File: src/hw/soc_defs.svh
//**************************************************************************
// address map and RAM sizing of the data bus
// SOC_RAM_WAIT must be 1 or more, SOC_RAM_WORDS a power of two
//**************************************************************************
`ifndef SOC_DEFS_SVH
`define SOC_DEFS_SVH

// masks select the region, compare (addr & mask) against the base
`define SOC_RAM_BASE  32'h0000_0000
`define SOC_RAM_MASK  32'hFFFF_F000
`define SOC_RAM_WORDS 1024
`define SOC_RAM_WAIT  2

// 256-byte peripheral pages
`define SOC_GPIO_BASE 32'h1000_0000
`define SOC_TICK_BASE 32'h1000_1000
`define SOC_PAGE_MASK 32'hFFFF_FF00

`endif

File: src/hw/bus_pkg.sv
//**************************************************************************
// data bus request and response types, one access in flight at a time
//**************************************************************************
`default_nettype none

package bus_pkg;

    // master request, same shape on every slave port
    typedef struct packed {
        logic [31:0] addr;
        logic [31:0] wdata;
        logic [3:0]  be;
        logic        rd;
        logic        wr;
    } bus_req_t;

    typedef struct packed {
        logic [31:0] rdata;
        logic        stall;
    } bus_rsp_t;

    typedef enum logic [1:0] {
        SEL_RAM,
        SEL_GPIO,
        SEL_TICK,
        SEL_NONE
    } slave_sel_e;

    // byte lanes with be set take the new word
    function automatic logic [31:0] be_merge(input logic [31:0] old_word,
                                             input logic [31:0] new_word,
                                             input logic [3:0]  be);
        logic [31:0] merged;
        merged = old_word;
        for (int b = 0; b < 4; b++) begin
            if (be[b]) begin
                merged[8*b +: 8] = new_word[8*b +: 8];
            end
        end
        return merged;
    endfunction

endpackage

`default_nettype wire

File: src/hw/periph_pkg.sv
//**************************************************************************
// register indices of the GPIO and ticker pages, RAM sequencer states
//**************************************************************************
`default_nettype none

package periph_pkg;

    // word index within the GPIO page, addr[3:2]
    typedef enum logic [1:0] {
        GPIO_OUT = 2'd0,
        GPIO_OE  = 2'd1,
        GPIO_IN  = 2'd2
    } gpio_reg_e;

    // word index within the ticker page, addr[3:2]
    typedef enum logic [1:0] {
        TICK_COUNT   = 2'd0,
        TICK_COMPARE = 2'd1,
        TICK_CTRL    = 2'd2
    } tick_reg_e;

    // bit positions in TICK_CTRL
    localparam int TICK_CTRL_EN  = 0;
    localparam int TICK_CTRL_IRQ = 1;

    typedef enum logic [1:0] {
        RAM_IDLE,
        RAM_WAIT,
        RAM_DONE
    } ram_state_e;

endpackage

`default_nettype wire

File: src/hw/ticker.sv
//**************************************************************************
// 32-bit ticker on the bus clock, irq stays set until cleared by software
//**************************************************************************
`timescale 1ns/1ps
`default_nettype none

module ticker
    import bus_pkg::*;
    import periph_pkg::*;
(
    input  wire           clk,
    input  wire           reset_i,
    input  wire bus_req_t req_i,
    output bus_rsp_t      rsp_o,
    output logic          tick_irq_o
);

    tick_reg_e   idx;
    logic [31:0] count_q;
    logic [31:0] compare_q;
    logic        en_q;
    logic        irq_q;
    logic        wr_count;
    logic        wr_compare;
    logic        irq_clear;

    assign idx        = tick_reg_e'(req_i.addr[3:2]);
    assign wr_count   = req_i.wr && (idx == TICK_COUNT);
    assign wr_compare = req_i.wr && (idx == TICK_COMPARE);
    assign irq_clear  = req_i.wr && (idx == TICK_CTRL) && req_i.be[0]
                        && req_i.wdata[TICK_CTRL_IRQ];

    always_ff @(posedge clk) begin
        if (reset_i) begin
            count_q   <= '0;
            compare_q <= '0;
            en_q      <= 1'b0;
            irq_q     <= 1'b0;
        end else begin
            // bus write beats the increment
            if (wr_count) begin
                count_q <= be_merge(count_q, req_i.wdata, req_i.be);
            end else if (en_q) begin
                count_q <= count_q + 32'd1;
            end
            if (wr_compare) begin
                compare_q <= be_merge(compare_q, req_i.wdata, req_i.be);
            end
            if (req_i.wr && (idx == TICK_CTRL) && req_i.be[0]) begin
                en_q <= req_i.wdata[TICK_CTRL_EN];
            end
            // a new match wins over a clear in the same cycle
            if (en_q && (count_q == compare_q)) begin
                irq_q <= 1'b1;
            end else if (irq_clear) begin
                irq_q <= 1'b0;
            end
        end
    end

    always_comb begin
        case (idx)
            TICK_COUNT:   rsp_o.rdata = count_q;
            TICK_COMPARE: rsp_o.rdata = compare_q;
            TICK_CTRL:    rsp_o.rdata = {30'd0, irq_q, en_q};
            default:      rsp_o.rdata = 32'd0;
        endcase
    end

    assign rsp_o.stall = 1'b0;
    assign tick_irq_o  = irq_q;

endmodule

`default_nettype wire

File: config.mk
export PLATFORM = sky130hd
export DESIGN_NAME = ticker
export DESIGN_NICKNAME = d
export VERILOG_FILES = /design/src/hw/soc_defs.svh /design/src/hw/bus_pkg.sv /design/src/hw/periph_pkg.sv /design/src/hw/ticker.sv
export SDC_FILE = /design/constraint.sdc
export NUM_CORES = 1
export LEC_CHECK = 0
export BUFFER_PORTS_ARGS = -buffer_cell sky130_fd_sc_hd__buf_4
export CORE_MARGIN = 2
export CORE_UTILIZATION = 48
export DETAILED_ROUTE_END_ITERATION = 10
export GPL_TIMING_DRIVEN = 0
export PLACE_DENSITY = 0.74
export SETUP_SLACK_MARGIN = 0.3
export SLEW_MARGIN = 15
export SYNTH_ARGS = -nofsm -noshare
export SYNTH_HDL_FRONTEND = slang
export SYNTH_SLANG_ARGS = --single-unit
File: constraint.sdc
create_clock -name clk -period 2.7 [get_ports clk]
set_clock_uncertainty 0.2 [all_clocks]
set_input_delay 0.27 -clock clk [delete_from_list [all_inputs] [get_ports clk]]
set_output_delay 0.27 -clock clk [all_outputs]
set_load 0.1 [all_outputs]
* After elaboration in Yosys (flattened, before gate mapping) *
Cells that the tools add are included.

operators by class
  reductions and logical operators = 17
  multiplexer cells = 9
  $add $sub $neg = 1
  equal/unequal tests = 7

operator list
  operator                                        count
  one-hot mux 32 bit (3 select lines)             1
  two-way mux 32 bit                              2
  adder 32 x 1 -> 32 bit (second input constant)  1
  == test 32 bit                                  1
  two-way mux 8 bit                               4
  AND reduction 2 bit                             8
  != test 2 bit (second input constant)           4
  logical AND 1 bit                               6
  nonzero test 2 bit                              2
  == test 2 x 1 -> 1 bit (second input constant)  1
  == test 2 bit (second input constant)           1
  logical NOT 2 bit                               1
  two-way mux 1 bit                               2

word-level totals
  input bits = 72
  logic and storage cells = 44
  flip-flop bits (word level) = 66
  output and inout port bits = 34

* Depth between registers and ports, before layout *
  word-level depth = 6
  depth in mapped cells = 7
  gate-level depth less buffers = 6

* Worst setup path before layout *
OpenSTA, ideal clock, no wires.

  path kind = input-to-output
  from = in req_i[40] in the netlist's numbering
  to = out rsp_o[1] in the netlist's numbering
  data required time = 2230 ps
  cell stages on the path = 3
  arrival = 2659 ps
  buffers on the path = 1
  path slack = -429 ps
  cells stage by stage = buf_2 -> mux2i_1 -> o21ai_0

RTL lines
  element      line          RTL
  from (decl)  ticker.sv:13  input wire bus_req_t req_i,
  to (decl)    ticker.sv:14  output bus_rsp_t rsp_o,

* Worst setup path in the final report *
  from = reg count_q[9]
  to = reg count_q[21]

on the way
  longest elaborated chain between the ends = 3

ends and longest elaborated chain
  element                 line          RTL
  from (decl)             ticker.sv:19  logic [31:0] count_q;
  from (signal assigned)  ticker.sv:42  count_q <= be_merge(count_q, req_i.wdata, req_i.be);
  from (signal assigned)  ticker.sv:44  count_q <= count_q + 32'd1;
  adder 32 x 1 -> 32 bit  ticker.sv:44
  two-way mux 32 bit      ticker.sv:43  end else if (en_q) begin
  two-way mux 32 bit      ticker.sv:41  if (wr_count) begin

No other way between the ends. The select of a mux whose other input is x is not followed.
A chain may end at the register's enable or synchronous reset.

==> impl_results.md <==
- Starting density of the core: 0.490
- Clk buf depth: 2
- Setup TNS Final: 0 ns
- I/O Buffers: 71
- CTS buffer count: 9
- Worst endpoint data arrival time: 2.54 ns
- Hold WC Path Type: in -> reg
- Net count reported at finish: 705
- Die area: 9050 um^2
- Core Box Area: 8130 um^2
- Global Route Usage Sum: 0.294
- Yosys warnings: 0
- Slowest CP cell: nor3_2
- Global placer's final weighted congestion: 0.921
- Leakage: 2.06 nW
- Final slew viol count: 0
- Worst-Skew Late Latency: 0.35 ns
- Total number of vias: 4,377
- EDFF count, synth: 0
- Final hold vios: 0
- Post-CTS Setup Repair Bufs: 0
- Final Critical Period: 2.46 ns
- Antenna violations before repair: 0
- Crit path cell chain: buf_2, nand4_1, nor3_2, nand2_1, or3_1, a31oi_1
- Slowest stage delay, CP: 0.69 ns
- Sequential share of the synthesized area: 0.332
- DRC viols: 0
- FP Rows: 33
- HPWL after DPL: 9.30 mm
- Largest net degree at the start of global routing: 12
- Area grow syn2layout: 32.6%
- Fraction of layout cells with a size suffix above 1: 0.229
- CTS tree: built
- IR drop worst, VDD: 0.206 mV
- Pre-CTS setup slack: 0.199 ns
- Avg WL per Cell: 17.3 um
- Syn nets: 591
- Max-cap viol count: 0
- Distinct cells, synth: 52
- Total power: 2.36 mW
- CP startpoint: count_q[9]
- F_max: 406 MHz
- Diodes inserted: 0
- Drt first-iter violations: 391
- WP data required: 2.78 ns
- # IOs: 106
- Worst slew pin tran: 0.936 ns
- Asr flop ratio synth: 0
- Kind of critical path: reg -> reg
- Status: complete, no violations
- Via/cell ratio: 5.90
- Final setup viols: 0
- Total gr overflow: 0
- Worst setup SP type: register
- Crit Path Max Fanout: 10
- Clk root buf: clkbuf_8
- RSZ-0062 raised after global routing: yes
- Average size of a mapped cell: 7.69 um^2
- Clock Sinks: 66
- Mapped Cells: 518
- PD cells: 447 nW/um^2
- PnR worst setup slack: 0.237 ns
- Htree depth: 3
- First-pass GRT wire length: 20.2 mm
- Die height: 95.1 um
- Die width: 95.1 um
- Vias in the first global route: 3,990
- Final wirelength: 12.9 mm
- Clock Pin Slew Worst Setup and Hold Paths: 0.08 ns
- Relative slew margins: 0.376
- Post-synthesis sequential element count: 66
- Antenna viol nets, final: 0
- Crit share post-route: 0.912
- Top FF cell, synth: dfxtp_1
- Hold_sp: req_i[0]
- Worst Setup End Kind: register
- TritonRoute pass-1 iters: 5
- Cell Area, Synth: 3990 um^2
- Startpoint of the worst-slack reg-to-reg timing path: count_q[9]
==> routing by layer <==
| layer | track usage | wire [um] |
|---|---|---|
| met1 | 0.391 | 5640 |
| met2 | 0.486 | 5930 |
| met3 | 0.0316 | 948 |
| met4 | 0.120 | 344 |
| met5 | 0 | 0 |
==> layout make-up <==
| type | count | area, um^2 |
|---|---|---|
| clock buffer | 11 | 141 |
| sequential | 66 | 1320 |
| tap | 105 | 131 |
| fill | 703 | 2850 |
| multi-input combinational | 411 | 2570 |
| clock inverter | 5 | 77.6 |
| timing repair buffer | 103 | 853 |
| buffer | 39 | 179 |
| inverter | 2 | 7.51 |
==> kinds of logic after synthesis <==
kind of cell | synth area share
simple gates | 0.299
compound gates | 0.155
flops | 0.332
buf+inv | 0.0458
mux | 0.0942
xor+xnor | 0.0703
fa+ha+maj | 0.00314
other cells | 0.000941
==> layout by cell type (no fill, tap or decap), types with 3 or more instances in the layout <==
cell type,Yosys,final
o21bai_1,4,4
mux2i_1,36,36
nor2_1,65,35
a31oi_1,8,8
and4_1,6,6
clkbuf_1,23,23
buf_2,8,8
nor2_2,0,30
xor2_1,12,12
dlygate4sd3_1,0,32
clkbuf_8,0,10
nand4_1,24,24
a211oi_1,13,13
o21ai_0,10,8
o22ai_1,4,4
clkbuf_2,0,3
nand2_1,88,88
and3_1,7,7
a2111oi_0,6,6
nor4_1,12,11
nor3_1,11,10
buf_4,5,76
dfxtp_1,66,66
a21oi_1,35,35
nand3_1,6,6
xnor2_1,20,20
and2_1,10,10
a311oi_1,7,7
==> state kept, by name (all words and copies together) (netlist names) <==
name,flops
en_q,1
tick_irq_o,1
count_q,32
compare_q,32
==> worst max-delay path, delay by kind of cell, from the launching register on <==
| kind | cells | cell delay [ns] |
|---|---|---|
| and+or+nand+nor | 4 | 1.52 |
| DFF | 1 | 0.31 |
| buffers and inverters | 1 | 0.19 |
| AOI/OAI and AO/OA | 1 | 0.16 |
==> through the flow <==
stage	instance area, um^2	hold slack [ns]	utilization	instances
floorplan	4060	0.206	-	518
global placement	4730	0.269	0.581	694
detailed placement	4730	0.273	0.581	694
CTS	5270	0.105	0.648	742
global route	5280	0.126	0.649	742
finish	5280	0.111	0.649	742
==> worst paths after layout <==
check | cells after the start | to | slack (ns)
worst max-delay path | 6 | count_q[21] | 0.24
worst min-delay path | 4 | en_q | 0.11
worst max register to register | 6 | count_q[21] | 0.24
worst min register to register | 2 | compare_q[3] | 0.28
==> timing repair <==
item	CTS	global route
hold buffers	32	0
setup endpoints to repair	1	14
endpoints found under the hold margin	37	0
gates resized for setup	1	7
pin swaps	0	0
==> power breakdown <==
part | leakage (nW) | total, mW | internal, mW | switching (mW)
registers | 0.535 | 1.02 | 0.997 | 0.0262
logic | 1.41 | 0.393 | 0.155 | 0.239
clock network | 0.109 | 0.945 | 0.543 | 0.402
total | 2.06 | 2.36 | 1.69 | 0.667
==> synth_stat cells, types with 4 or more instances <==
| cell type | n | share of area |
|---|---|---|
| a211oi_1 | 13 | 0.024 |
| nor2_1 | 65 | 0.061 |
| and4_1 | 6 | 0.013 |
| mux2i_1 | 36 | 0.090 |
| o21ai_0 | 10 | 0.013 |
| buf_4 | 5 | 0.0094 |
| dfxtp_1 | 66 | 0.33 |
| a31oi_1 | 8 | 0.013 |
| nand3_1 | 6 | 0.0075 |
| buf_2 | 8 | 0.010 |
| clkbuf_1 | 23 | 0.022 |
| nor4_1 | 12 | 0.019 |
| o22ai_1 | 4 | 0.0063 |
| o21bai_1 | 4 | 0.0075 |
| nor3_1 | 11 | 0.014 |
| a2111oi_0 | 6 | 0.013 |
| and2_1 | 10 | 0.016 |
| and3_1 | 7 | 0.011 |
| xor2_1 | 12 | 0.026 |
| a21oi_1 | 35 | 0.044 |
| xnor2_1 | 20 | 0.044 |
| a311oi_1 | 7 | 0.015 |
| nand2_1 | 88 | 0.083 |
| nand4_1 | 24 | 0.038 |
Power figures use the tool's default switching activity.
