[config.mk]
export PLATFORM = sky130hd
export DESIGN_NAME = gpio_regs
export DESIGN_NICKNAME = d
export VERILOG_FILES = /design/src/hw/soc_defs.svh /design/src/hw/bus_pkg.sv /design/src/hw/periph_pkg.sv /design/src/hw/gpio_regs.sv
export SDC_FILE = /design/constraint.sdc
export NUM_CORES = 1
export LEC_CHECK = 0
export ABC_AREA = 1
export BUFFER_PORTS_ARGS = -buffer_cell sky130_fd_sc_hd__buf_2
export CAP_MARGIN = 20
export CORE_UTILIZATION = 44
export CTS_BUF_LIST = sky130_fd_sc_hd__clkbuf_4
export DETAILED_ROUTE_END_ITERATION = 8
export PLACE_DENSITY = 0.82
export SYNTH_ARGS = -nofsm -noshare
export SYNTH_HDL_FRONTEND = slang
export SYNTH_SLANG_ARGS = --single-unit
[constraint.sdc]
create_clock -name clk -period 0.93 [get_ports clk]
set_input_delay 0.093 -clock clk [delete_from_list [all_inputs] [get_ports clk]]
set_output_delay 0.093 -clock clk [all_outputs]
set_load 0.005 [all_outputs]
[src/hw/soc_defs.svh]
//**************************************************************************
// address map and RAM sizing of the data bus
// SOC_RAM_WAIT must be 1 or more, SOC_RAM_WORDS a power of two
//**************************************************************************
`ifndef SOC_DEFS_SVH
`define SOC_DEFS_SVH

// masks select the region, compare (addr & mask) against the base
`define SOC_RAM_BASE  32'h0000_0000
`define SOC_RAM_MASK  32'hFFFF_F000
`define SOC_RAM_WORDS 1024
`define SOC_RAM_WAIT  2

// 256-byte peripheral pages
`define SOC_GPIO_BASE 32'h1000_0000
`define SOC_TICK_BASE 32'h1000_1000
`define SOC_PAGE_MASK 32'hFFFF_FF00

`endif

[src/hw/bus_pkg.sv]
//**************************************************************************
// data bus request and response types, one access in flight at a time
//**************************************************************************
`default_nettype none

package bus_pkg;

    // master request, same shape on every slave port
    typedef struct packed {
        logic [31:0] addr;
        logic [31:0] wdata;
        logic [3:0]  be;
        logic        rd;
        logic        wr;
    } bus_req_t;

    typedef struct packed {
        logic [31:0] rdata;
        logic        stall;
    } bus_rsp_t;

    typedef enum logic [1:0] {
        SEL_RAM,
        SEL_GPIO,
        SEL_TICK,
        SEL_NONE
    } slave_sel_e;

    // byte lanes with be set take the new word
    function automatic logic [31:0] be_merge(input logic [31:0] old_word,
                                             input logic [31:0] new_word,
                                             input logic [3:0]  be);
        logic [31:0] merged;
        merged = old_word;
        for (int b = 0; b < 4; b++) begin
            if (be[b]) begin
                merged[8*b +: 8] = new_word[8*b +: 8];
            end
        end
        return merged;
    endfunction

endpackage

`default_nettype wire

[src/hw/periph_pkg.sv]
//**************************************************************************
// register indices of the GPIO and ticker pages, RAM sequencer states
//**************************************************************************
`default_nettype none

package periph_pkg;

    // word index within the GPIO page, addr[3:2]
    typedef enum logic [1:0] {
        GPIO_OUT = 2'd0,
        GPIO_OE  = 2'd1,
        GPIO_IN  = 2'd2
    } gpio_reg_e;

    // word index within the ticker page, addr[3:2]
    typedef enum logic [1:0] {
        TICK_COUNT   = 2'd0,
        TICK_COMPARE = 2'd1,
        TICK_CTRL    = 2'd2
    } tick_reg_e;

    // bit positions in TICK_CTRL
    localparam int TICK_CTRL_EN  = 0;
    localparam int TICK_CTRL_IRQ = 1;

    typedef enum logic [1:0] {
        RAM_IDLE,
        RAM_WAIT,
        RAM_DONE
    } ram_state_e;

endpackage

`default_nettype wire

[src/hw/gpio_regs.sv]
//**************************************************************************
// 16-bit GPIO, registers alias every 16 bytes within the page
//**************************************************************************
`timescale 1ns/1ps
`default_nettype none

module gpio_regs
    import bus_pkg::*;
    import periph_pkg::*;
(
    input  wire           clk,
    input  wire           reset_i,
    input  wire bus_req_t req_i,
    output bus_rsp_t      rsp_o,
    input  wire [15:0]    gpio_in_i,
    output logic [15:0]   gpio_out_o,
    output logic [15:0]   gpio_oe_o
);

    gpio_reg_e   idx;
    logic [15:0] out_q;
    logic [15:0] oe_q;
    logic [15:0] in_meta_q;
    logic [15:0] in_sync_q;
    logic [31:0] out_merged;
    logic [31:0] oe_merged;

    assign idx        = gpio_reg_e'(req_i.addr[3:2]);
    assign out_merged = be_merge({16'd0, out_q}, req_i.wdata, req_i.be);
    assign oe_merged  = be_merge({16'd0, oe_q}, req_i.wdata, req_i.be);

    always_ff @(posedge clk) begin
        if (reset_i) begin
            out_q <= '0;
            oe_q  <= '0;
        end else if (req_i.wr) begin
            if (idx == GPIO_OUT) begin
                out_q <= out_merged[15:0];
            end
            if (idx == GPIO_OE) begin
                oe_q <= oe_merged[15:0];
            end
        end
    end

    // two-flop synchronizer on the pins
    always_ff @(posedge clk) begin
        in_meta_q <= gpio_in_i;
        in_sync_q <= in_meta_q;
    end

    always_comb begin
        case (idx)
            GPIO_OUT: rsp_o.rdata = {16'd0, out_q};
            GPIO_OE:  rsp_o.rdata = {16'd0, oe_q};
            GPIO_IN:  rsp_o.rdata = {16'd0, in_sync_q};
            default:  rsp_o.rdata = 32'd0;
        endcase
    end

    assign rsp_o.stall = 1'b0;
    assign gpio_out_o  = out_q;
    assign gpio_oe_o   = oe_q;

endmodule

`default_nettype wire

# ---- Word-level counts from Yosys, hierarchy flattened
# Cells that the tools add are included.
dict set report word_totals {
  rom_bits 0
  memories 0
  inputBits 88
  reg_bits 64
  latchBits 0
  mem_bits_rw 0
  output_inout_bits 65
}
dict set report op_classes {
  reduce_logical 5
  n_mux 1
  shifts 0
  n_lt_le_gt_ge 0
  n_bitwise 0
  addsub 0
  n_mul 0
  div_mod_pow 0
  n_eq_ne 2
}
# operator n
set op_table {}
lappend op_table {{16-bit case mux with 3 select lines} 1}
lappend op_table {{3-bit AND reduction} 4}
lappend op_table {{2-bit by 1-bit equality test with 1-bit output (second input constant)} 1}
lappend op_table {{2-bit equality test (second input constant)} 1}
lappend op_table {{2-bit zero test} 1}

# ---- Longest topological paths before layout
# Gate-level depths: netlist of run 1.
dict set report depth {
  word_depth 2
  mapped_depth 6
}

# ---- Least setup slack after synthesis of run 1
# OpenSTA, ideal clock, no wires.
dict set report synth_path {
  kind {in2reg}
  from {input port req_i[41] in the netlist's numbering}
  to {register out_q[0], in the netlist gpio_out_o[0]}
  path_buffers 1
  setup_time_ns 0.113
  stages 5
  setup_slack_ns 0.219
  arrival_ns 0.599
  path_cell_list {nor2_2 buf_2 nand3_1 nand2_1 nor2_1}
}
dict set report synth_via {
  elab_chain_cells 2
}
# element line_no
set synth_rtl {}
lappend synth_rtl {{from (decl)} gpio_regs.sv:13} ;# input wire bus_req_t req_i,
lappend synth_rtl {{2-bit zero test} gpio_regs.sv:37} ;# if (idx == GPIO_OUT) begin
lappend synth_rtl {{3-bit AND reduction (no source line)} --}
lappend synth_rtl {{to (signal assigned)} gpio_regs.sv:38} ;# out_q <= out_merged[15:0];
lappend synth_rtl {{to (decl)} gpio_regs.sv:21} ;# logic [15:0] out_q;
# Every way passes these cells.
# A chain may end at the register's enable or synchronous reset.

==> summary.log, run 1 <==
INFO  status         outcome=finished with violations
INFO  status         violations_in_the_final_reports=negative setup slack
INFO  worst_setup_path critPathArrivalTime=1010ps
INFO  worst_setup_path critical_path_class=flop to output pin
INFO  worst_setup_path worst_setup_path_endpoint=rsp_o[15]
INFO  finish         drive_above_1_share=0.431
INFO  route          drt-wirelength-per-cell=12.1um
INFO  global_route   globalRouteTotalUtil=0.208
INFO  pwr            static-leakage-power=0.00184uW
INFO  pwr            pwr-share-clk=0.316
INFO  finish         area_growth=46.8%
INFO  timing         fin_crit_sh=1.19
INFO  yosys          synth_cell_types=14
INFO  worst_setup_path worstRegToRegCells=4
INFO  route          via_count=2410
INFO  route          drt_first_iter_violations=102
INFO  worst_setup_path critical_path_peak_fanout=3
INFO  global_route   vias_in_the_first_global_route=2043
INFO  worst_setup_path rrSetupSlack=70ps
INFO  die            die_width=76.5um
INFO  yosys          synth_warnings=0
INFO  timing         rsz0062_at_grt=true
INFO  finish         num_antenna_cells=0
INFO  global_route   grt_start_max_net_pins=33
INFO  timing         finalWorstPathRequiredPeriod=1110ps
INFO  route          postRouteAntennaNets=0
INFO  die            fp.coreArea=5240squm
INFO  pwr            pwr_density_cell=1490nW/um^2
INFO  place          place.gp.congestion=0.733
INFO  timing         tns=-4210ps
INFO  flow_run       max-cap-violations=0
INFO  cts            ctsHtreeMaxLevel=3
INFO  worst_setup_path rr_startpoint=gpio_oe_o[4]
INFO  pwr            power.share.switching=0.250
INFO  route          drt_first_pass_iters=4
INFO  worst_setup_path launching_element_type_of_the_critical_path=flop
INFO  route          drt-vias-per-instance=4.65
INFO  cts            tritoncts_clock_tree=done
INFO  worst_setup_path crit_path_end_kind=output pin
INFO  place          hpwlAfterDp=3780um
INFO  die            design.die.area=5860squm
INFO  min_path       hold_class=input pin to flop
INFO  route          final_wirelength=6290um
INFO  yosys          syn_area_per_cell=7.69squm
INFO  pwr            cellInternalPower=4000uW
INFO  place          placed_cells=469
INFO  pwr            switchingPower=1330uW
INFO  yosys          synth_seq_area_share=0.524
INFO  finish         fin_nets=532
INFO  die            number_of_core_rows=26
INFO  cts            clkLatencyLatePin=400ps
INFO  yosys          post_synth_instance_area=2440squm
INFO  cts            cts.path.max_buffers=2
INFO  die            die_y=76.5um
INFO  timing         drv_slew=0
INFO  timing         report.final.hold_viol_count=0
INFO  global_route   grt_antenna_before_repair=0
INFO  worst_setup_path worst_setup_path_startpoint=gpio_out_o[14]
INFO  timing         final_ws_setup=-178ps
INFO  place          placement.io_buffers=86
INFO  die            starting_density=0.467
INFO  yosys          synth.ff_latch_count=64
INFO  route          post-route-drc-count=0
INFO  timing         fmax=903MHz
INFO  global_route   grt-ovfl-total=0
INFO  finish         final-instance-count-excl-fill=518
INFO  cts            clock_tree.root_cell=sky130_fd_sc_hd__clkbuf_4
INFO  cts            numCtsBuffers=9
INFO  worst_setup_path crit_required=840ps
INFO  pwr            ir_worst_vdd=1.04mV
INFO  global_route   grt_first_pass_wirelength=9390um
INFO  pwr            p_seq_frac=0.549
INFO  timing         fin_skew=8.79ps
INFO  cts            clock-sinks=64
INFO  yosys          postSynthCellCount=318
INFO  timing         timing.final.setup_violations=48
INFO  pwr            power.share.combinational=0.135
INFO  cts            cts.reportedPaths.clkPinSlew=90ps
INFO  worst_setup_path reg2reg_to=gpio_oe_o[4]
INFO  die            pin_count=153
==> placed cells by master, fill, tap and decap left out, types with 17 or more instances in the layout <==
cell                      synthesis  routed
sky130_fd_sc_hd__dfxtp_1         64      31
sky130_fd_sc_hd__conb_1           1      17
sky130_fd_sc_hd__buf_2            3      70
sky130_fd_sc_hd__nand2_2          2      17
sky130_fd_sc_hd__dfxtp_2          0      33
sky130_fd_sc_hd__nand3_1         48      40
sky130_fd_sc_hd__buf_6            2      27
sky130_fd_sc_hd__inv_1           17      17
sky130_fd_sc_hd__nand2_1         82      67
sky130_fd_sc_hd__nor2_1          64      64
==> layout make-up <==
| type | instances | area (sq um) |
|---|---|---|
| Clock buffer | 9 | 67.6 |
| Clock inverter | 6 | 51.3 |
| Fill cell | 423 | 1650 |
| Inverter | 21 | 78.8 |
| Multi-Input combinational cell | 220 | 1020 |
| Sequential cell | 64 | 1320 |
| Tap cell | 70 | 87.6 |
| Timing Repair Buffer | 128 | 965 |
==> through the flow <==
stage,cell area (sq um),utilization,hold slack [ps],power [uW],setup slack [ps]
2_1_floorplan,2500,-,121,3330,219
3_3_place_gp,2910,0.556,196,3520,-64.1
3_5_place_dp,2910,0.556,197,3530,-50.9
4_1_cts,3400,0.650,8.28,5310,-178
5_1_grt,3590,0.685,28.0,5610,-238
6_report,3590,0.685,24.6,5330,-178
==> logic make-up after synthesis <==
logic type    synth area share
simple gates             0.358
other cells            0.00153
flops                    0.524
buf+inv                  0.117
==> worst max-delay path: stages (launching register included) <==
cell and delay (ps):
sky130_fd_sc_hd__dfxtp_2 340, sky130_fd_sc_hd__nand2_2 70, sky130_fd_sc_hd__nand3_2 70, sky130_fd_sc_hd__buf_2 130
==> synth_stat cells <==
| cell type | n | area share |
|---|---|---|
| sky130_fd_sc_hd__nand2_1 | 82 | 0.13 |
| sky130_fd_sc_hd__dfxtp_1 | 64 | 0.52 |
| sky130_fd_sc_hd__nor2_1 | 64 | 0.098 |
| sky130_fd_sc_hd__nand3_1 | 48 | 0.098 |
| sky130_fd_sc_hd__buf_4 | 21 | 0.064 |
| sky130_fd_sc_hd__inv_1 | 17 | 0.026 |
| sky130_fd_sc_hd__nor2_4 | 6 | 0.028 |
| sky130_fd_sc_hd__inv_2 | 4 | 0.0061 |
| sky130_fd_sc_hd__buf_1 | 3 | 0.0046 |
| sky130_fd_sc_hd__buf_2 | 3 | 0.0061 |
| sky130_fd_sc_hd__buf_6 | 2 | 0.0092 |
| sky130_fd_sc_hd__nand2_2 | 2 | 0.0051 |
| sky130_fd_sc_hd__conb_1 | 1 | 0.0015 |
| sky130_fd_sc_hd__nor2_2 | 1 | 0.0026 |
==> worst min path at each step <==
stage / from / end / slack [ps] / cells past startpoint
final: req_i[20] / gpio_oe_o[14] / 20 / 5
after floorplan: gpio_in_i[0] / in_meta_q[0] / 120 / 0
after detailed placement: gpio_in_i[10] / in_meta_q[10] / 200 / 1
after global routing: req_i[21] / gpio_out_o[15] / 30 / 5
after CTS: req_i[21] / gpio_oe_o[15] / 8 / 5
after global placement: gpio_in_i[10] / in_meta_q[10] / 200 / 1
==> what timing repair did <==
item,4_1_cts,5_1_grt
hold buffers,16,0
buffers inserted,11,7
setup endpoints to repair,48,48
pin swaps,29,10
endpoints found under the hold margin,16,0
resized for setup,49,34
cloned,0,0
==> per-layer routing <==
metal  global-route usage  wire (um)  vias up
li1                     -          -     1200
met1                0.231       2510     1098
met2                0.377       3310      102
met3               0.0575        382       10
met4               0.0750         80        0
met5                    0          0        -
==> sequential cells by signal, summed over array words and instances (netlist names) <==
signal	flops
gpio_oe_o	16
gpio_out_o	16
in_meta_q	16
in_sync_q	16
==> power by group through the flow <==
stage | clock [uW] | sequential [uW] | combinational [uW]
2_1_floorplan | 0 | 2970 | 355
3_3_place_gp | 0 | 2970 | 543
3_5_place_dp | 0 | 2980 | 556
4_1_cts | 1720 | 2920 | 660
5_1_grt | 1880 | 2940 | 790
6_report | 1680 | 2930 | 719
Power figures use the tool's default switching activity.
==> run 2: changes to the inputs <==
--- a/config.mk
+++ b/config.mk
@@ -5,7 +5,6 @@
 export SDC_FILE = /design/constraint.sdc
 export NUM_CORES = 1
 export LEC_CHECK = 0
-export ABC_AREA = 1
 export BUFFER_PORTS_ARGS = -buffer_cell sky130_fd_sc_hd__buf_2
 export CAP_MARGIN = 20
 export CORE_UTILIZATION = 44
==> summary.log, run 2 <==
INFO  timing         timing.final.setup_violations=48 [unchanged]
INFO  route          drt-wirelength-per-cell=14.4um [was 12.1 um]
INFO  cts            cts.path.max_buffers=2 [unchanged]
INFO  global_route   vias_in_the_first_global_route=2060 [was 2043]
INFO  route          drt-vias-per-instance=4.59 [was 4.65]
INFO  yosys          synth_edf_count=0 [unchanged]
INFO  timing         report.final.hold_viol_count=0 [unchanged]
INFO  status         violations_in_the_final_reports=negative setup slack [unchanged]
INFO  route          drt_first_pass_iters=4 [unchanged]
INFO  route          via_count=2092 [was 2410]
INFO  place          detailedPlace.worstSlack=-123ps [was -50.9 ps]
INFO  cts            clock-sinks=64 [unchanged]
INFO  yosys          synth_cell_types=13 [was 14]
INFO  die            fp.coreArea=5470squm [was 5240 sq um]
INFO  finish         drive_above_1_share=0.487 [was 0.431]
INFO  yosys          synth.ff_latch_count=64 [unchanged]
INFO  timing         tightest_slew=612ps
INFO  yosys          yosys.area.top_type=sky130_fd_sc_hd__dfxtp_1 [unchanged]
INFO  yosys          synth_top_cells_by_count=sky130_fd_sc_hd__dfxtp_1 (64), sky130_fd_sc_hd__mux2i_1 (48), sky130_fd_sc_hd__nand2b_1 (48) [was sky130_fd_sc_hd__nand2_1 (82), sky130_fd_sc_hd__dfxtp_1 (64), sky130_fd_sc_hd__nor2_1 (64)]
INFO  timing         final_ws_setup=-345ps [was -178 ps]
INFO  timing         fmax=784MHz [was 903 MHz]
INFO  timing         finalWorstPathRequiredPeriod=1280ps [was 1110 ps]
INFO  cts            ctsHtreeMaxLevel=3 [unchanged]
INFO  yosys          synth_warnings=0 [unchanged]
INFO  die            starting_density=0.456 [was 0.467]
INFO  finish         layout.cells.most_common=sky130_fd_sc_hd__buf_2 [unchanged]
INFO  global_route   grt-ovfl-total=0 [unchanged]
INFO  yosys          syn_area_per_cell=11.7squm [was 7.69 sq um]
INFO  worst_setup_path rr_startpoint=gpio_oe_o[3] [was gpio_oe_o[4]]
INFO  worst_setup_path crit_path_end_kind=output pin [unchanged]
INFO  yosys          biggest_area_contributors_in_the_synthesized_netlist=sky130_fd_sc_hd__dfxtp_1 (51%), sky130_fd_sc_hd__mux2i_1 (19%), sky130_fd_sc_hd__nand2b_1 (12%) [was sky130_fd_sc_hd__dfxtp_1 (52%), sky130_fd_sc_hd__nand2_1 (13%), sky130_fd_sc_hd__nand3_1 (9.8%)]
INFO  yosys          synthDominantCellAreaShare=0.514 [was 0.524]
INFO  die            die_y=77.3um [was 76.5 um]
INFO  yosys          ys_async_sr_fraction=0 [unchanged]
INFO  global_route   grt_start_max_net_pins=49 [was 33]
INFO  worst_setup_path critical_path_peak_fanout=2 [was 3]
INFO  timing         fin_crit_sh=1.37 [was 1.19]
INFO  pwr            power=5300uW [was 5330 uW]
INFO  finish         layout.cells.most_common_list=sky130_fd_sc_hd__buf_2 (59), sky130_fd_sc_hd__buf_6 (55), sky130_fd_sc_hd__nand2b_1 (48), sky130_fd_sc_hd__mux2i_1 (46) [was sky130_fd_sc_hd__buf_2 (70), sky130_fd_sc_hd__nand2_1 (67), sky130_fd_sc_hd__nor2_1 (64), sky130_fd_sc_hd__nand3_1 (40), sky130_fd_sc_hd__dfxtp_2 (33)]
INFO  global_route   grt_antenna_before_repair=0 [unchanged]
INFO  route          post-route-drc-count=0 [unchanged]
INFO  yosys          synth.most_common_cell=sky130_fd_sc_hd__dfxtp_1 [was sky130_fd_sc_hd__nand2_1]
INFO  finish         num_antenna_cells=0 [unchanged]
INFO  route          drt_first_iter_violations=91 [was 102]
INFO  cts            numCtsBuffers=9 [unchanged]
INFO  timing         maxSlewHeadroom=0.592
INFO  yosys          postSynthCellCount=214 [was 318]
INFO  pwr            ir_worst_vdd=1.12mV [was 1.04 mV]
INFO  cts            cts.reportedPaths.clkPinSlew=100ps [was 90 ps]
INFO  finish         area_growth=62.4% [was 46.8%]
INFO  route          postRouteAntennaNets=0 [unchanged]
INFO  min_path       hold_class=input pin to flop [unchanged]
INFO  die            design.die.area=5970squm [was 5860 sq um]
INFO  status         outcome=finished with violations [unchanged]
INFO  worst_setup_path crit_required=840ps [about the same]
INFO  yosys          ys.flop_type=sky130_fd_sc_hd__dfxtp_1 [unchanged]
INFO  place          placement.io_buffers=86 [unchanged]
INFO  worst_setup_path worst_setup_path_endpoint=rsp_o[7] [was rsp_o[15]]
INFO  pwr            static-leakage-power=0.00193uW [was 0.00184 uW]
INFO  timing         fin_skew=5.35ps [was 8.79 ps]
INFO  pwr            pwr_density_cell=1310nW/um^2 [was 1490 nW/um^2]
INFO  timing         rsz0062_at_grt=true [unchanged]
INFO  worst_setup_path worstRegToRegCells=5 [was 4]
INFO  timing         drv_slew=0 [unchanged]
INFO  die            number_of_core_rows=27 [was 26]
INFO  finish         fin_nets=468 [was 532]
INFO  die            pin_count=153 [unchanged]
INFO  timing         whs=207ps [was 24.6 ps]
INFO  flow_run       max-cap-violations=0 [unchanged]
INFO  finish         n_fill_cell=364 [was 423]
INFO  worst_setup_path rrSetupSlack=20ps [was 70 ps]
INFO  place          hpwlAfterDp=3640um [was 3780 um]
INFO  cts            clock_tree.root_cell=sky130_fd_sc_hd__clkbuf_4 [unchanged]
INFO  die            die_width=77.3um [was 76.5 um]
INFO  route          final_wirelength=6550um [was 6290 um]
INFO  yosys          post_synth_instance_area=2490squm [was 2440 sq um]
INFO  global_route   grt_first_pass_wirelength=9920um [was 9390 um]
INFO  worst_setup_path worst_setup_path_startpoint=gpio_oe_o[6] [was gpio_out_o[14]]
INFO  worst_setup_path critPathArrivalTime=1180ps [was 1010 ps]
INFO  place          place.gp.congestion=0.743 [was 0.733]
INFO  global_route   globalRouteTotalUtil=0.224 [was 0.208]
INFO  cts            clkLatencyLatePin=390ps [was 400 ps]
INFO  yosys          synth_seq_area_share=0.514 [was 0.524]
INFO  worst_setup_path reg2reg_to=gpio_oe_o[3] [was gpio_oe_o[4]]
INFO  worst_setup_path launching_element_type_of_the_critical_path=flop [unchanged]
INFO  worst_setup_path critical_path_class=flop to output pin [unchanged]
INFO  cts            tritoncts_clock_tree=done [unchanged]
## run 2: cell count changes after synthesis, sizes merged, moves of 2 or more
cell,delta
nand2,-84
nor2,-71
mux2i,+48
nand2b,+48
nand3,-48
inv,-21
o2bb2ai,+16
clkbuf,+6
buf,-3
nand4b,+2
## run 2: cell families (layout without fill, tap and decap cells)
logic type             count (synthesis)  after routing  synth area share
AO/OA/AOI/OAI                         16             16            0.0562
other                                  1             17           0.00150
flip-flops                            64             64             0.514
buffers and inverters                 32            186            0.0903
multiplexers                          48             48             0.193
AND/OR/NAND/NOR                       53             53             0.146
## run 2: worst max-delay path, cell delays in order (launching register included)
cell	delay, ps
sky130_fd_sc_hd__dfxtp_2	350
sky130_fd_sc_hd__mux2i_1	70
sky130_fd_sc_hd__o2bb2ai_1	210
sky130_fd_sc_hd__buf_2	160
## run 2: layout make-up
cell class	instances	area, sq um	area share
repair buffers	171	1460	0.361
flip-flops and latches	64	1320	0.326
multi-input cells	134	1050	0.260
well taps	72	90.1	0.0222
clock buffers	10	75.1	0.0185
clock inverters	5	48.8	0.0120
## run 2: per-layer routing
metal  routed length, um  part of all wire  vias up  global-route usage
met5                   0                 0        -                   0
met3                 257             0.039       11              0.0560
met2                3600              0.55       65               0.418
met4                 125             0.019        0               0.106
met1                2570              0.39      988               0.232
li1                    -                 -     1028                   -
## run 2: how the worst min path moves through the flow
stage,startpoint,end,slack (ps),cells past startpoint
after floorplan,gpio_in_i[0],in_meta_q[0],120,0
after global placement,gpio_in_i[6],in_meta_q[6],200,1
after detailed placement,gpio_in_i[3],in_meta_q[3],200,1
after CTS,req_i[3],gpio_oe_o[11],190,4
after global routing,req_i[3],gpio_oe_o[13],180,4
final,req_i[3],gpio_oe_o[15],210,4
## run 2: metrics by stage
| step | setup TNS (ps) | util | std cells | area [sq um] |
|---|---|---|---|---|
| final | -7070 | 0.740 | 456 | 4050 |
| after global routing | -10140 | 0.740 | 456 | 4050 |
| after CTS | -8000 | 0.722 | 447 | 3950 |
| after detailed placement | -3650 | 0.545 | 369 | 2980 |
| after global placement | -2450 | 0.545 | 369 | 2980 |
| after floorplan | 0 | - | 230 | 2550 |
## run 2: what timing repair did
item                                   in CTS  in global routing
setup endpoints to repair                  48                 48
endpoints found under the hold margin      48                  0
setup buffers                              31                 22
pin swaps                                  16                  4
resized for setup                          82                 20
hold buffers                               32                  0
## run 2: power by group
part	internal (uW)	switching [uW]	total (uW)	leakage [uW]
Clock	810	904	1710	0.0000650
Sequential	2850	41.8	2890	0.000545
Combinational	425	268	693	0.00132
Total	4080	1210	5300	0.00193
