File: src/hw/soc_defs.svh
//**************************************************************************
// address map and RAM sizing of the data bus
// SOC_RAM_WAIT must be 1 or more, SOC_RAM_WORDS a power of two
//**************************************************************************
`ifndef SOC_DEFS_SVH
`define SOC_DEFS_SVH

// masks select the region, compare (addr & mask) against the base
`define SOC_RAM_BASE  32'h0000_0000
`define SOC_RAM_MASK  32'hFFFF_F000
`define SOC_RAM_WORDS 1024
`define SOC_RAM_WAIT  2

// 256-byte peripheral pages
`define SOC_GPIO_BASE 32'h1000_0000
`define SOC_TICK_BASE 32'h1000_1000
`define SOC_PAGE_MASK 32'hFFFF_FF00

`endif

File: src/hw/bus_pkg.sv
//**************************************************************************
// data bus request and response types, one access in flight at a time
//**************************************************************************
`default_nettype none

package bus_pkg;

    // master request, same shape on every slave port
    typedef struct packed {
        logic [31:0] addr;
        logic [31:0] wdata;
        logic [3:0]  be;
        logic        rd;
        logic        wr;
    } bus_req_t;

    typedef struct packed {
        logic [31:0] rdata;
        logic        stall;
    } bus_rsp_t;

    typedef enum logic [1:0] {
        SEL_RAM,
        SEL_GPIO,
        SEL_TICK,
        SEL_NONE
    } slave_sel_e;

    // byte lanes with be set take the new word
    function automatic logic [31:0] be_merge(input logic [31:0] old_word,
                                             input logic [31:0] new_word,
                                             input logic [3:0]  be);
        logic [31:0] merged;
        merged = old_word;
        for (int b = 0; b < 4; b++) begin
            if (be[b]) begin
                merged[8*b +: 8] = new_word[8*b +: 8];
            end
        end
        return merged;
    endfunction

endpackage

`default_nettype wire

File: src/hw/dbus.sv
//**************************************************************************
// data bus decoder, unmapped addresses read zero and drop writes
// the master must hold its request while stall is high
//**************************************************************************
`timescale 1ns/1ps
`default_nettype none
`include "soc_defs.svh"

module dbus
    import bus_pkg::*;
(
    input  wire           clk,
    input  wire           reset_i,

    input  wire bus_req_t m_req_i,
    output bus_rsp_t      m_rsp_o,

    output bus_req_t      ram_req_o,
    input  wire bus_rsp_t ram_rsp_i,

    output bus_req_t      gpio_req_o,
    input  wire bus_rsp_t gpio_rsp_i,

    output bus_req_t      tick_req_o,
    input  wire bus_rsp_t tick_rsp_i
);

    slave_sel_e sel;

    always_comb begin
        if ((m_req_i.addr & `SOC_RAM_MASK) == `SOC_RAM_BASE) begin
            sel = SEL_RAM;
        end else if ((m_req_i.addr & `SOC_PAGE_MASK) == `SOC_GPIO_BASE) begin
            sel = SEL_GPIO;
        end else if ((m_req_i.addr & `SOC_PAGE_MASK) == `SOC_TICK_BASE) begin
            sel = SEL_TICK;
        end else begin
            sel = SEL_NONE;
        end
    end

    // strobes reach the selected slave only
    always_comb begin
        ram_req_o     = m_req_i;
        gpio_req_o    = m_req_i;
        tick_req_o    = m_req_i;
        ram_req_o.rd  = m_req_i.rd & (sel == SEL_RAM);
        ram_req_o.wr  = m_req_i.wr & (sel == SEL_RAM);
        gpio_req_o.rd = m_req_i.rd & (sel == SEL_GPIO);
        gpio_req_o.wr = m_req_i.wr & (sel == SEL_GPIO);
        tick_req_o.rd = m_req_i.rd & (sel == SEL_TICK);
        tick_req_o.wr = m_req_i.wr & (sel == SEL_TICK);
    end

    always_comb begin
        case (sel)
            SEL_RAM: begin
                m_rsp_o = ram_rsp_i;
            end
            SEL_GPIO: begin
                m_rsp_o = gpio_rsp_i;
            end
            SEL_TICK: begin
                m_rsp_o = tick_rsp_i;
            end
            default: begin
                // hole in the map
                m_rsp_o = '{rdata: 32'd0, stall: 1'b0};
            end
        endcase
    end

    a_rd_wr_excl: assert property (@(posedge clk) disable iff (reset_i)
        !(m_req_i.rd && m_req_i.wr));

    // master side of the handshake
    a_req_hold: assert property (@(posedge clk) disable iff (reset_i)
        m_rsp_o.stall |=> $stable(m_req_i));

    // a slave strobe only for an address inside that slave's region
    a_ram_quiet: assert property (@(posedge clk) disable iff (reset_i)
        (ram_req_o.rd || ram_req_o.wr)
        |-> ((m_req_i.addr & `SOC_RAM_MASK) == `SOC_RAM_BASE));

    a_gpio_quiet: assert property (@(posedge clk) disable iff (reset_i)
        (gpio_req_o.rd || gpio_req_o.wr)
        |-> ((m_req_i.addr & `SOC_PAGE_MASK) == `SOC_GPIO_BASE));

    a_tick_quiet: assert property (@(posedge clk) disable iff (reset_i)
        (tick_req_o.rd || tick_req_o.wr)
        |-> ((m_req_i.addr & `SOC_PAGE_MASK) == `SOC_TICK_BASE));

endmodule

`default_nettype wire

File: config.mk
export PLATFORM = sky130hd
export DESIGN_NAME = dbus
export DESIGN_NICKNAME = d
export VERILOG_FILES = /design/src/hw/bus_pkg.sv /design/src/hw/dbus.sv
export VERILOG_INCLUDE_DIRS = /design/src /design/src/hw
export SDC_FILE = /design/constraint.sdc
export NUM_CORES = 1
export LEC_CHECK = 0
export ABC_AREA = 1
export BUFFER_PORTS_ARGS = -buffer_cell sky130_fd_sc_hd__buf_2
export CORE_AREA = 2 2 162 164
export DETAILED_ROUTE_END_ITERATION = 16
export DIE_AREA = 0 0 164 166
export PLACE_DENSITY_LB_ADDON = 0.25
export SETUP_SLACK_MARGIN = 0.02
export SLEW_MARGIN = 40
export SYNTH_ARGS = -nofsm -noshare
export SYNTH_HDL_FRONTEND = slang
export SYNTH_SLANG_ARGS = --single-unit
File: constraint.sdc
create_clock -name vclk -period 1
set_clock_uncertainty 0.05 [all_clocks]
set_input_delay 0.1 -clock vclk [all_inputs]
set_output_delay 0.1 -clock vclk [all_outputs]
set_load 0.03 [all_outputs]
; Yosys cells after proc, flatten, opt, wreduce, memory -nomap -nowiden
; Cells that the tools add are included.
[word_totals]
reg_bits = 0
in_bits = 171
output_inout_bits = 243
[op_classes]
eq_ne = 4
mux = 4
bitwise_logic = 6
n_reduce_logical = 2
[ops]
columns = cell, n
row1 = case mux 33 bit (3 select lines), 1
row2 = == test 24 x 21 -> 1 bit (second input constant), 2
row3 = logical NOT 32 bit, 1
row4 = bitwise AND 1 bit, 6
row5 = 2-to-1 mux 2 bit, 2
row6 = == test 2 x 1 -> 1 bit (second input constant), 1
row7 = == test 2 bit (second input constant), 1
row8 = logical NOT 2 bit, 1
row9 = 2-to-1 mux 1 bit, 1

; Depth between registers and ports, before layout
; Gate-level depths: netlist of run 1.
[depth]
word_depth = 6
ltp_mapped = 8

; Least setup slack after synthesis of run 1
; Ideal clock, no wire load.
[synth_path]
path_kind = in2out
start = input port m_req_i[61] (netlist bit)
end = output port ram_req_o[0] (netlist bit)
t_arrival_ns = 1.156
required_ns = 0.850
path_slack_ns = -0.306
path_stages = 7
path_buffers = 2
cell_sequence = nor2_1 nand2_1 nor2_2 buf_6 buf_4 nand3_1 nor2_1
[synth_lines]
columns = item, line
row1 = from (decl), dbus.sv:15  ; input wire bus_req_t m_req_i,
row2 = to (decl), dbus.sv:18  ; output bus_req_t ram_req_o,

==> results.py, run 1 <==
metrics = {
    "sta": {
        "fin_ws_ns": -0.432,
        "period_share_pct": 143,
        "setup_tns_ns": -14.86,
        "max_freq_ghz": 0.699,
        "rsz0062_at_grt": "true",
        "hold_viol": 0,
        "worst_slew_pin_slew_ns": 0.299,
        "period_needed_ns": 1.43,
        "slew_headroom_pct": 80.0,
        "drv_slew": 0,
        "finalSetupViolCount": 39,
    },
    "worst_setup_path": {
        "cp-end-kind": "primary output",
        "startpoint_type": "primary input",
        "worstPathRequired_ns": 0.85,
        "worstSetupPathType": "in -> out",
        "worstPathArrival_ns": 1.28,
        "crit_fanout": 7,
    },
    "cells_and_area": {
        "layout-drive-gt1-share_pct": 78.2,
        "seqCellArea_um2": 0,
        "layout_common_cells": "buf_2, nand4_1, buf_6, nand3_2, nor2_4",
        "utilization_pct": 16.6,
        "final.fill_count": 2930,
        "syn_to_final_growth_pct": 55.8,
        "multi_input_area_mm2": 0.00134,
        "final_net_count": 641,
        "clkbuf_count": 0,
        "mostFrequentLayoutCell": "buf_2",
        "design.seq.count": 0,
        "antenna_cells": 0,
        "stdcell_area_mm2": 0.00425,
    },
    "routing": {
        "drt_iter0_drc": 114,
        "drt_wl_total_mm": 14.9,
        "wl_per_cell_um": 18.6,
        "viasPerCell": 3.76,
        "drc": 0,
        "drtPass1Iterations": 4,
        "postRouteAntennaNets": 0,
        "num_vias": 3021,
    },
    "floorplanning": {
        "coreArea_mm2": 0.0256,
        "die_area_mm2": 0.0272,
        "io-pin-count": 414,
        "rows": 59,
        "chipWidth_um": 164,
        "start_util_pct": 10.6,
        "die_y_um": 166,
    },
    "synthesis": {
        "yosysSeqAreaShare_pct": 0,
        "syn_inst": 407,
        "yosysTopAreaCell": "buf_4",
        "synth.top_cell.area_share_pct": 59.7,
        "synth.distinct_cells": 12,
        "syn_nets": 578,
        "avgSynthCellArea_um2": 6.70,
        "netlist_area_mm2": 0.00273,
        "yosys_warnings": 0,
        "synth.area.top_cells": "buf_4, nand4_1, nand3_1",
    },
    "place": {
        "gp_congestion": 0.687,
        "portBuffers": 236,
        "placed_area_mm2": 0.00326,
        "place_hpwl_mm": 9.07,
    },
    "pwr": {
        "peakVddDrop_mv": 0.187,
        "leakage_nw": 2.07,
        "power_density_mw_per_mm2": 236,
        "total_power_mw": 1.00,
    },
    "min_path": {
        "hold-path-cell-count": 0,
        "hp-class": "in -> out",
        "min_to": "ram_req_o[20]",
        "min_from": "m_req_i[20]",
    },
    "global_routing": {
        "grt_use_total_pct": 8.17,
        "grt_pass1_vias": 2824,
        "grt_first_pass_wirelength_mm": 17.0,
        "antenna_found_initial": 0,
        "grt-ovfl-total": 0,
        "grt_max_degree": 41,
    },
    "status": {
        "status": "finished with violations",
        "violations": "negative setup slack",
    },
    "job": {
        "drv_cap": 0,
    },
}
==> metal layers <==
layer	GRT usage [%]	part of all wire, %	up-vias
li1	-	-	1362
met1	9.71	39	1410
met2	14.5	49	201
met3	1.90	8.8	48
met4	2.40	3.0	0
met5	0	0	-
==> cell type report <==
class	instances	share of cell area (%)
tap	335	9.86
inverter	4	0.648
timing repair buffer	296	58.0
multi-input combinational	168	31.5
==> worst max path at each step <==
| stage | startpoint | cells after the start | end |
|---|---|---|---|
| 6_report | m_req_i[55] | 10 | m_rsp_o[11] |
| 5_1_grt | m_req_i[55] | 10 | m_rsp_o[0] |
| 4_1_cts | m_req_i[58] | 10 | m_rsp_o[14] |
| 3_5_place_dp | m_req_i[59] | 8 | m_rsp_o[14] |
| 3_3_place_gp | m_req_i[65] | 8 | m_rsp_o[14] |
| 2_1_floorplan | m_req_i[66] | 8 | m_rsp_o[0] |
==> power breakdown <==
part,switching (mW),internal [mW]
Combinational,0.596,0.405
Sequential,0,0
Clock,0,0
Total,0.596,0.405
==> repair_timing <==
action | CTS | global route
pin swaps | 18 | 49
gates cloned | 8 | 13
hold buffers | 0 | 0
resized for setup | 95 | 47
endpoints found under the setup margin | 39 | 39
buffers inserted | 6 | 7
==> per-stage QoR <==
step                hold WS (ns)  setup WS, ns  std cells
floorplan                  0.282       -0.0996        407
global placement           0.150        -0.560        773
detailed placement         0.150        -0.571        773
CTS                        0.150        -0.501        787
global route               0.150        -0.514        803
finish                     0.150        -0.432        803
==> kinds of logic (layout without fill, tap and decap cells) <==
group | Yosys count | after routing | share of synthesized area, %
buffers and inverters | 239 | 300 | 64.5
AND/OR/NAND/NOR | 168 | 168 | 35.5
==> critical path: stages <==
cell and delay [ns]:
buf_8 0.10, nor2_4 0.09, nand2_2 0.06, nor2_4 0.12, buf_4 0.13, buf_12 0.14, clkbuf_16 0.16, nand4_1 0.11
nand3_2 0.12, buf_6 0.14
==> synthesized netlist by cell type (all sizes together) <==
library cell	number
and2	1
buf	235
inv	4
nand2	7
nand3	36
nand4	99
nor2	25
No activity file was read; power rests on OpenSTA's default activity.
==> run 2: changes to the inputs <==
--- a/config.mk
+++ b/config.mk
@@ -8,9 +8,11 @@
 export LEC_CHECK = 0
 export ABC_AREA = 1
 export BUFFER_PORTS_ARGS = -buffer_cell sky130_fd_sc_hd__buf_2
-export CORE_AREA = 2 2 162 164
+export CELL_PAD_IN_SITES_DETAIL_PLACEMENT = 1
+export CELL_PAD_IN_SITES_GLOBAL_PLACEMENT = 1
+export CORE_AREA = 2 2 159 161
 export DETAILED_ROUTE_END_ITERATION = 16
-export DIE_AREA = 0 0 164 166
+export DIE_AREA = 0 0 161 163
 export PLACE_DENSITY_LB_ADDON = 0.25
 export SETUP_SLACK_MARGIN = 0.02
 export SLEW_MARGIN = 40
==> run 2 against run 1 <==
Against the previous run:
- the run still ends with negative setup slack left
- sequential share of layout area unchanged
- global-route usage up 2.5 points
- die area down 3.6%
- combinational power up 4%
- worst setup slack worse by 0.00089 ns
- cell count unchanged
- sequential cell count unchanged
- maximum frequency about the same
- hold slack about the same
- via count up 3.3%
- critical path depth unchanged
- non-clock buffer count up 5
- largest power group unchanged
- highest routed layer unchanged
==> results.py, run 2 (same netlist as run 1, synthesis figures left out) <==
metrics = {
    "status": {
        "status": "finished with violations",
        "violations": "negative setup slack",
    },
    "routing": {
        "viasPerCell": 3.89,
        "drt_wl_total_mm": 16.2,
        "drc": 0,
        "drtPass1Iterations": 4,
        "num_vias": 3122,
        "postRouteAntennaNets": 0,
        "wl_per_cell_um": 20.2,
        "drt_iter0_drc": 96,
    },
    "sta": {
        "slew_headroom_pct": 81.9,
        "max_freq_ghz": 0.698,
        "hold_viol": 0,
        "drv_slew": 0,
        "worst_slew_pin_slew_ns": 0.272,
        "period_share_pct": 143,
        "finalSetupViolCount": 39,
        "rsz0062_at_grt": "true",
        "fin_ws_ns": -0.432,
        "period_needed_ns": 1.43,
    },
    "worst_setup_path": {
        "worstPathRequired_ns": 0.85,
        "startpoint_type": "primary input",
        "worstPathArrival_ns": 1.28,
        "crit_fanout": 8,
        "worstSetupPathType": "in -> out",
        "cp-end-kind": "primary output",
    },
    "floorplanning": {
        "rows": 58,
        "die_area_mm2": 0.0262,
        "coreArea_mm2": 0.0247,
        "die_y_um": 163,
        "start_util_pct": 11.1,
        "io-pin-count": 414,
        "chipWidth_um": 161,
    },
    "global_routing": {
        "grt_first_pass_wirelength_mm": 21.2,
        "antenna_found_initial": 0,
        "grt-ovfl-total": 0,
        "grt_max_degree": 19,
        "grt_pass1_vias": 3299,
        "grt_use_total_pct": 10.7,
    },
    "place": {
        "portBuffers": 236,
        "gp_congestion": 0.755,
        "pre_cts_ws_ns": -0.524,
        "place_hpwl_mm": 10.5,
    },
    "pwr": {
        "leakage_nw": 2.14,
        "power_frac_seq_pct": 0,
        "intPower_uw": 425,
        "peakVddDrop_mv": 0.149,
        "swShare_pct": 59.0,
        "comb_power_share_pct": 100.0,
        "p_switching_uw": 612,
        "total_power_mw": 1.04,
        "power_density_mw_per_mm2": 235,
        "p_clk_share_pct": 0,
    },
    "cells_and_area": {
        "seqCellArea_um2": 0,
        "mostFrequentLayoutCell": "buf_2",
        "design.seq.count": 0,
        "syn_to_final_growth_pct": 61.6,
        "final_net_count": 646,
        "layout-drive-gt1-share_pct": 78.4,
        "layout_common_cells": "buf_2, nand4_1, buf_6, nand3_2, nor2_4",
        "final.fill_count": 2955,
        "antenna_cells": 0,
        "utilization_pct": 17.9,
        "clkbuf_count": 0,
    },
    "min_path": {
        "hp-class": "in -> out",
        "min_to": "gpio_req_o[39]",
        "hold-path-cell-count": 0,
        "min_from": "m_req_i[39]",
    },
    "job": {
        "drv_cap": 0,
    },
}
-- run 2: changes by cell type in the layout (fill, tap and decap cells not counted) --
cell,before,now
buf_4,22,20
nor2_4,23,24
clkbuf_16,9,5
nand2_4,2,3
buf_6,56,57
buf_12,17,21
buf_8,5,4
nand2_2,5,4
nor2_2,1,0
buf_16,4,11
-- run 2: cell type report --
cell class	instances	area (um^2)	area share, %
Timing Repair Buffer	301	2620	59.4
Multi-Input combinational cell	168	1350	30.6
Tap cell	330	413	9.37
Inverter	4	27.5	0.625
-- run 2: timing repair --
| item | CTS | global route |
|---|---|---|
| resized for setup | 126 | 25 |
| setup endpoints to repair | 39 | 39 |
| hold buffers | 0 | 0 |
| buffers inserted | 13 | 3 |
| cloned | 14 | 7 |
| pin swaps | 37 | 45 |
-- run 2: routing by layer --
layer  track usage [%]  vias to the layer above  wire length (um)
li1                  -                     1373                 -
met3              1.86                       51              1210
met1              12.0                     1485              6040
met2              20.7                      213              8410
met4              2.68                        0               538
met5                 0                        -                 0
-- run 2: critical path, cell delays in order --
cell and delay, ns:
buf_8 0.10, nor2_4 0.12, nand2_4 0.07, buf_6 0.12, nor2_4 0.10, buf_6 0.15, buf_12 0.14, nand3_4 0.10
nor2_4 0.13, buf_6 0.14
-- run 2: how the worst max path moves through the flow --
stage	slack, ns	depth (start not counted)	to	from
global route	-0.52	10	m_rsp_o[0]	m_req_i[62]
detailed placement	-0.52	9	m_rsp_o[0]	m_req_i[61]
finish	-0.43	10	ram_req_o[0]	m_req_i[62]
global placement	-0.51	9	m_rsp_o[0]	m_req_i[61]
floorplan	-0.1	8	m_rsp_o[0]	m_req_i[66]
CTS	-0.48	11	m_rsp_o[0]	m_req_i[58]
-- run 2: power groups by stage --
| stage | clock [mW] | combinational (mW) | sequential [mW] |
|---|---|---|---|
| 5_1_grt | 0 | 1.10 | 0 |
| 3_5_place_dp | 0 | 0.948 | 0 |
| 6_report | 0 | 1.04 | 0 |
| 2_1_floorplan | 0 | 1.60 | 0 |
| 3_3_place_gp | 0 | 0.945 | 0 |
| 4_1_cts | 0 | 1.02 | 0 |
-- run 2: metrics by stage --
stage               hold slack (ns)  TNS, ns  instance area, um^2  cells
global route                  0.150   -18.32                 4410    803
floorplan                     0.282    -2.59                 3090    407
CTS                           0.150   -15.82                 4250    797
detailed placement            0.150   -18.75                 3300    770
finish                        0.150   -15.29                 4410    803
global placement              0.150   -17.82                 3300    770
==> run 3: changes to the inputs <==
--- a/config.mk
+++ b/config.mk
@@ -6,13 +6,12 @@
 export SDC_FILE = /design/constraint.sdc
 export NUM_CORES = 1
 export LEC_CHECK = 0
-export ABC_AREA = 1
 export BUFFER_PORTS_ARGS = -buffer_cell sky130_fd_sc_hd__buf_2
 export CELL_PAD_IN_SITES_DETAIL_PLACEMENT = 1
 export CELL_PAD_IN_SITES_GLOBAL_PLACEMENT = 1
-export CORE_AREA = 2 2 159 161
+export CORE_AREA = 2 2 161 163
 export DETAILED_ROUTE_END_ITERATION = 16
-export DIE_AREA = 0 0 161 163
+export DIE_AREA = 0 0 163 165
 export PLACE_DENSITY_LB_ADDON = 0.25
 export SETUP_SLACK_MARGIN = 0.02
 export SLEW_MARGIN = 40
==> constraint.sdc (replaced) <==
create_clock -name vclk -period 1.5
set_clock_uncertainty 0.05 [all_clocks]
set_input_delay 0.15 -clock vclk [all_inputs]
set_output_delay 0.15 -clock vclk [all_outputs]
set_load 0.03 [all_outputs]
==> run 3 against run 2 <==
Against the previous run:
- the run still ends with negative setup slack left
- die area increased by 2.5%
- first-iteration DRC count decreased by 52%
- design area decreased by 6.3%
- hold slack improved by 0.10 ns
- routed wire length decreased by 17%
- non-clock buffer count decreased by 13
- via count decreased by 17%
==> results.py, run 3 <==
metrics = {
    "cells_and_area": {
        "final.fill_count": 2997,
        "seqCellArea_um2": 0,
        "antenna_cells": 0,
        "final_net_count": 612,
        "mostFrequentLayoutCell": "buf_2",
        "layout-drive-gt1-share_pct": 83.4,
        "multi_input_area_mm2": 0.00156,
        "syn_to_final_growth_pct": 47.7,
        "design.seq.count": 0,
        "fin_cells": 769,
        "clkbuf_count": 0,
        "layout_common_cells": "buf_2, buf_6, nand3b_1, mux2_2, nand3_1",
    },
    "routing": {
        "drt_iter0_drc": 46,
        "drt_wl_total_mm": 13.5,
        "wl_per_cell_um": 17.5,
        "drtPass1Iterations": 4,
        "viasPerCell": 3.36,
        "drc": 0,
        "postRouteAntennaNets": 0,
        "num_vias": 2580,
    },
    "synthesis": {
        "syn_nets": 546,
        "yosys_warnings": 0,
        "avgSynthCellArea_um2": 7.46,
        "netlist_area_mm2": 0.00280,
        "synth_most_common_cell": "buf_4",
        "syn_inst": 375,
        "synth.distinct_cells": 15,
        "synth.area.top_cells": "buf_4, mux2_2, nand3b_1",
        "yosysTopAreaCell": "buf_4",
        "synth_common_cells": "buf_4, nand3_1, a21oi_1, mux2_2, nand3b_1",
        "yosysSeqAreaShare_pct": 0,
        "synth.top_cell.area_share_pct": 54.8,
    },
    "global_routing": {
        "antenna_found_initial": 0,
        "grt_use_total_pct": 8.26,
        "grt_max_degree": 35,
        "grt_first_pass_wirelength_mm": 17.1,
        "grt-ovfl-total": 0,
        "grt_pass1_vias": 2831,
    },
    "sta": {
        "hold_viol": 0,
        "rsz0062_at_grt": "true",
        "period_share_pct": 113,
        "slew_headroom_pct": 73.9,
        "setup_tns_ns": -6.00,
        "max_freq_ghz": 0.590,
        "fin_ws_ns": -0.195,
        "finalSetupViolCount": 39,
        "drv_slew": 0,
        "period_needed_ns": 1.70,
        "worst_slew_pin_slew_ns": 0.392,
        "whs_ns": 0.250,
    },
    "worst_setup_path": {
        "worstSetupStartpoint": "m_req_i[58]",
        "crit_path_cell_trace": "buf_6 -> nor4_4 -> buf_4 -> nand4_1 -> buf_6 -> buf_12 -> buf_12 -> a21oi_4 -> buf_6",
        "endpoint": "m_rsp_o[30]",
        "worst_path_most_repeated_cell": "buf_6",
        "worstSetupPathType": "in -> out",
        "worstPathRequired_ns": 1.30,
        "slowest_stage": "nor4_4",
        "startpoint_type": "primary input",
        "crit_fanout": 7,
        "worstPathArrival_ns": 1.50,
        "cp-end-kind": "primary output",
        "slowest_delay_ns": 0.25,
    },
    "floorplanning": {
        "die_area_mm2": 0.0269,
        "chipWidth_um": 163,
        "io-pin-count": 414,
        "die_y_um": 165,
        "start_util_pct": 11.2,
        "coreArea_mm2": 0.0250,
        "rows": 58,
    },
    "status": {
        "violations": "negative setup slack",
        "status": "finished with violations",
    },
    "pwr": {
        "power_density_mw_per_mm2": 201,
        "leakage_nw": 1.62,
        "peakVddDrop_mv": 0.0975,
    },
    "place": {
        "gp_congestion": 0.731,
        "portBuffers": 236,
        "dp.cells": 753,
        "pre_cts_ws_ns": -0.336,
        "place_hpwl_mm": 9.21,
    },
    "min_path": {
        "hp-class": "in -> out",
    },
    "job": {
        "drv_cap": 0,
    },
}
==> run 3: changes by cell type after synthesis, sizes merged <==
cell / change
nand3: -1
nand4: -98
and2: -1
nor3: +5
nor2: -25
buf: -15
nor4b: +3
nand2: -7
mux2: +33
inv: -2
nand3b: +33
nor4: +6
a21oi: +33
clkbuf: +4
==> run 3: worst min path at each step <==
stage           startpoint             end  cells past startpoint
5_1_grt        m_req_i[33]  tick_req_o[33]                      0
4_1_cts        m_req_i[12]  gpio_req_o[12]                      0
3_5_place_dp   m_req_i[12]  gpio_req_o[12]                      0
3_3_place_gp   m_req_i[12]  gpio_req_o[12]                      0
2_1_floorplan  m_req_i[10]  gpio_req_o[10]                      1
6_report       m_req_i[21]   ram_req_o[21]                      0
==> run 3: layout make-up <==
cell class,count,area share (%)
inverter,2,0.182
multi-input combinational,149,37.8
tap,330,10.0
timing repair buffer,288,52.0
==> run 3: cell families (layout without fill, tap and decap cells) <==
family	after synthesis	count (layout)	synth area share, %
AND/OR/NAND/NOR	83	83	20.1
multiplexers	33	33	13.3
buffers and inverters	226	290	60.7
AO/OA/AOI/OAI	33	33	5.91
==> run 3: layer usage <==
metal	GRT usage [%]	wire length [um]
met1	9.65	5200
met2	15.4	7250
met3	0.954	750
met4	3.06	274
met5	0	0
==> run 3: worst max-delay path, delay by kind of cell <==
| kind | cells | cell delay [ns] |
|---|---|---|
| compound gates | 1 | 0.12 |
| buf+inv | 6 | 0.86 |
| simple gates | 2 | 0.35 |
==> run 3: stage by stage <==
| stage | util, % | area [um^2] | total power, mW |
|---|---|---|---|
| floorplan | - | 2980 | 1.18 |
| global route | 16.5 | 4130 | 0.888 |
| global placement | 13.0 | 3250 | 0.766 |
| CTS | 15.4 | 3850 | 0.819 |
| detailed placement | 13.0 | 3250 | 0.772 |
| finish | 16.5 | 4130 | 0.830 |
==> run 3: report_power, final <==
part / internal, mW / switching (mW)
registers: 0 / 0
logic: 0.365 / 0.465
clock network: 0 / 0
total: 0.365 / 0.465
==> run 3: what timing repair did <==
| action | CTS | global route |
|---|---|---|
| hold buffers | 0 | 0 |
| endpoints found under the setup margin | 39 | 39 |
| setup buffers | 5 | 2 |
| resized for setup | 123 | 29 |
| cloned | 5 | 5 |
| pin swaps | 7 | 7 |
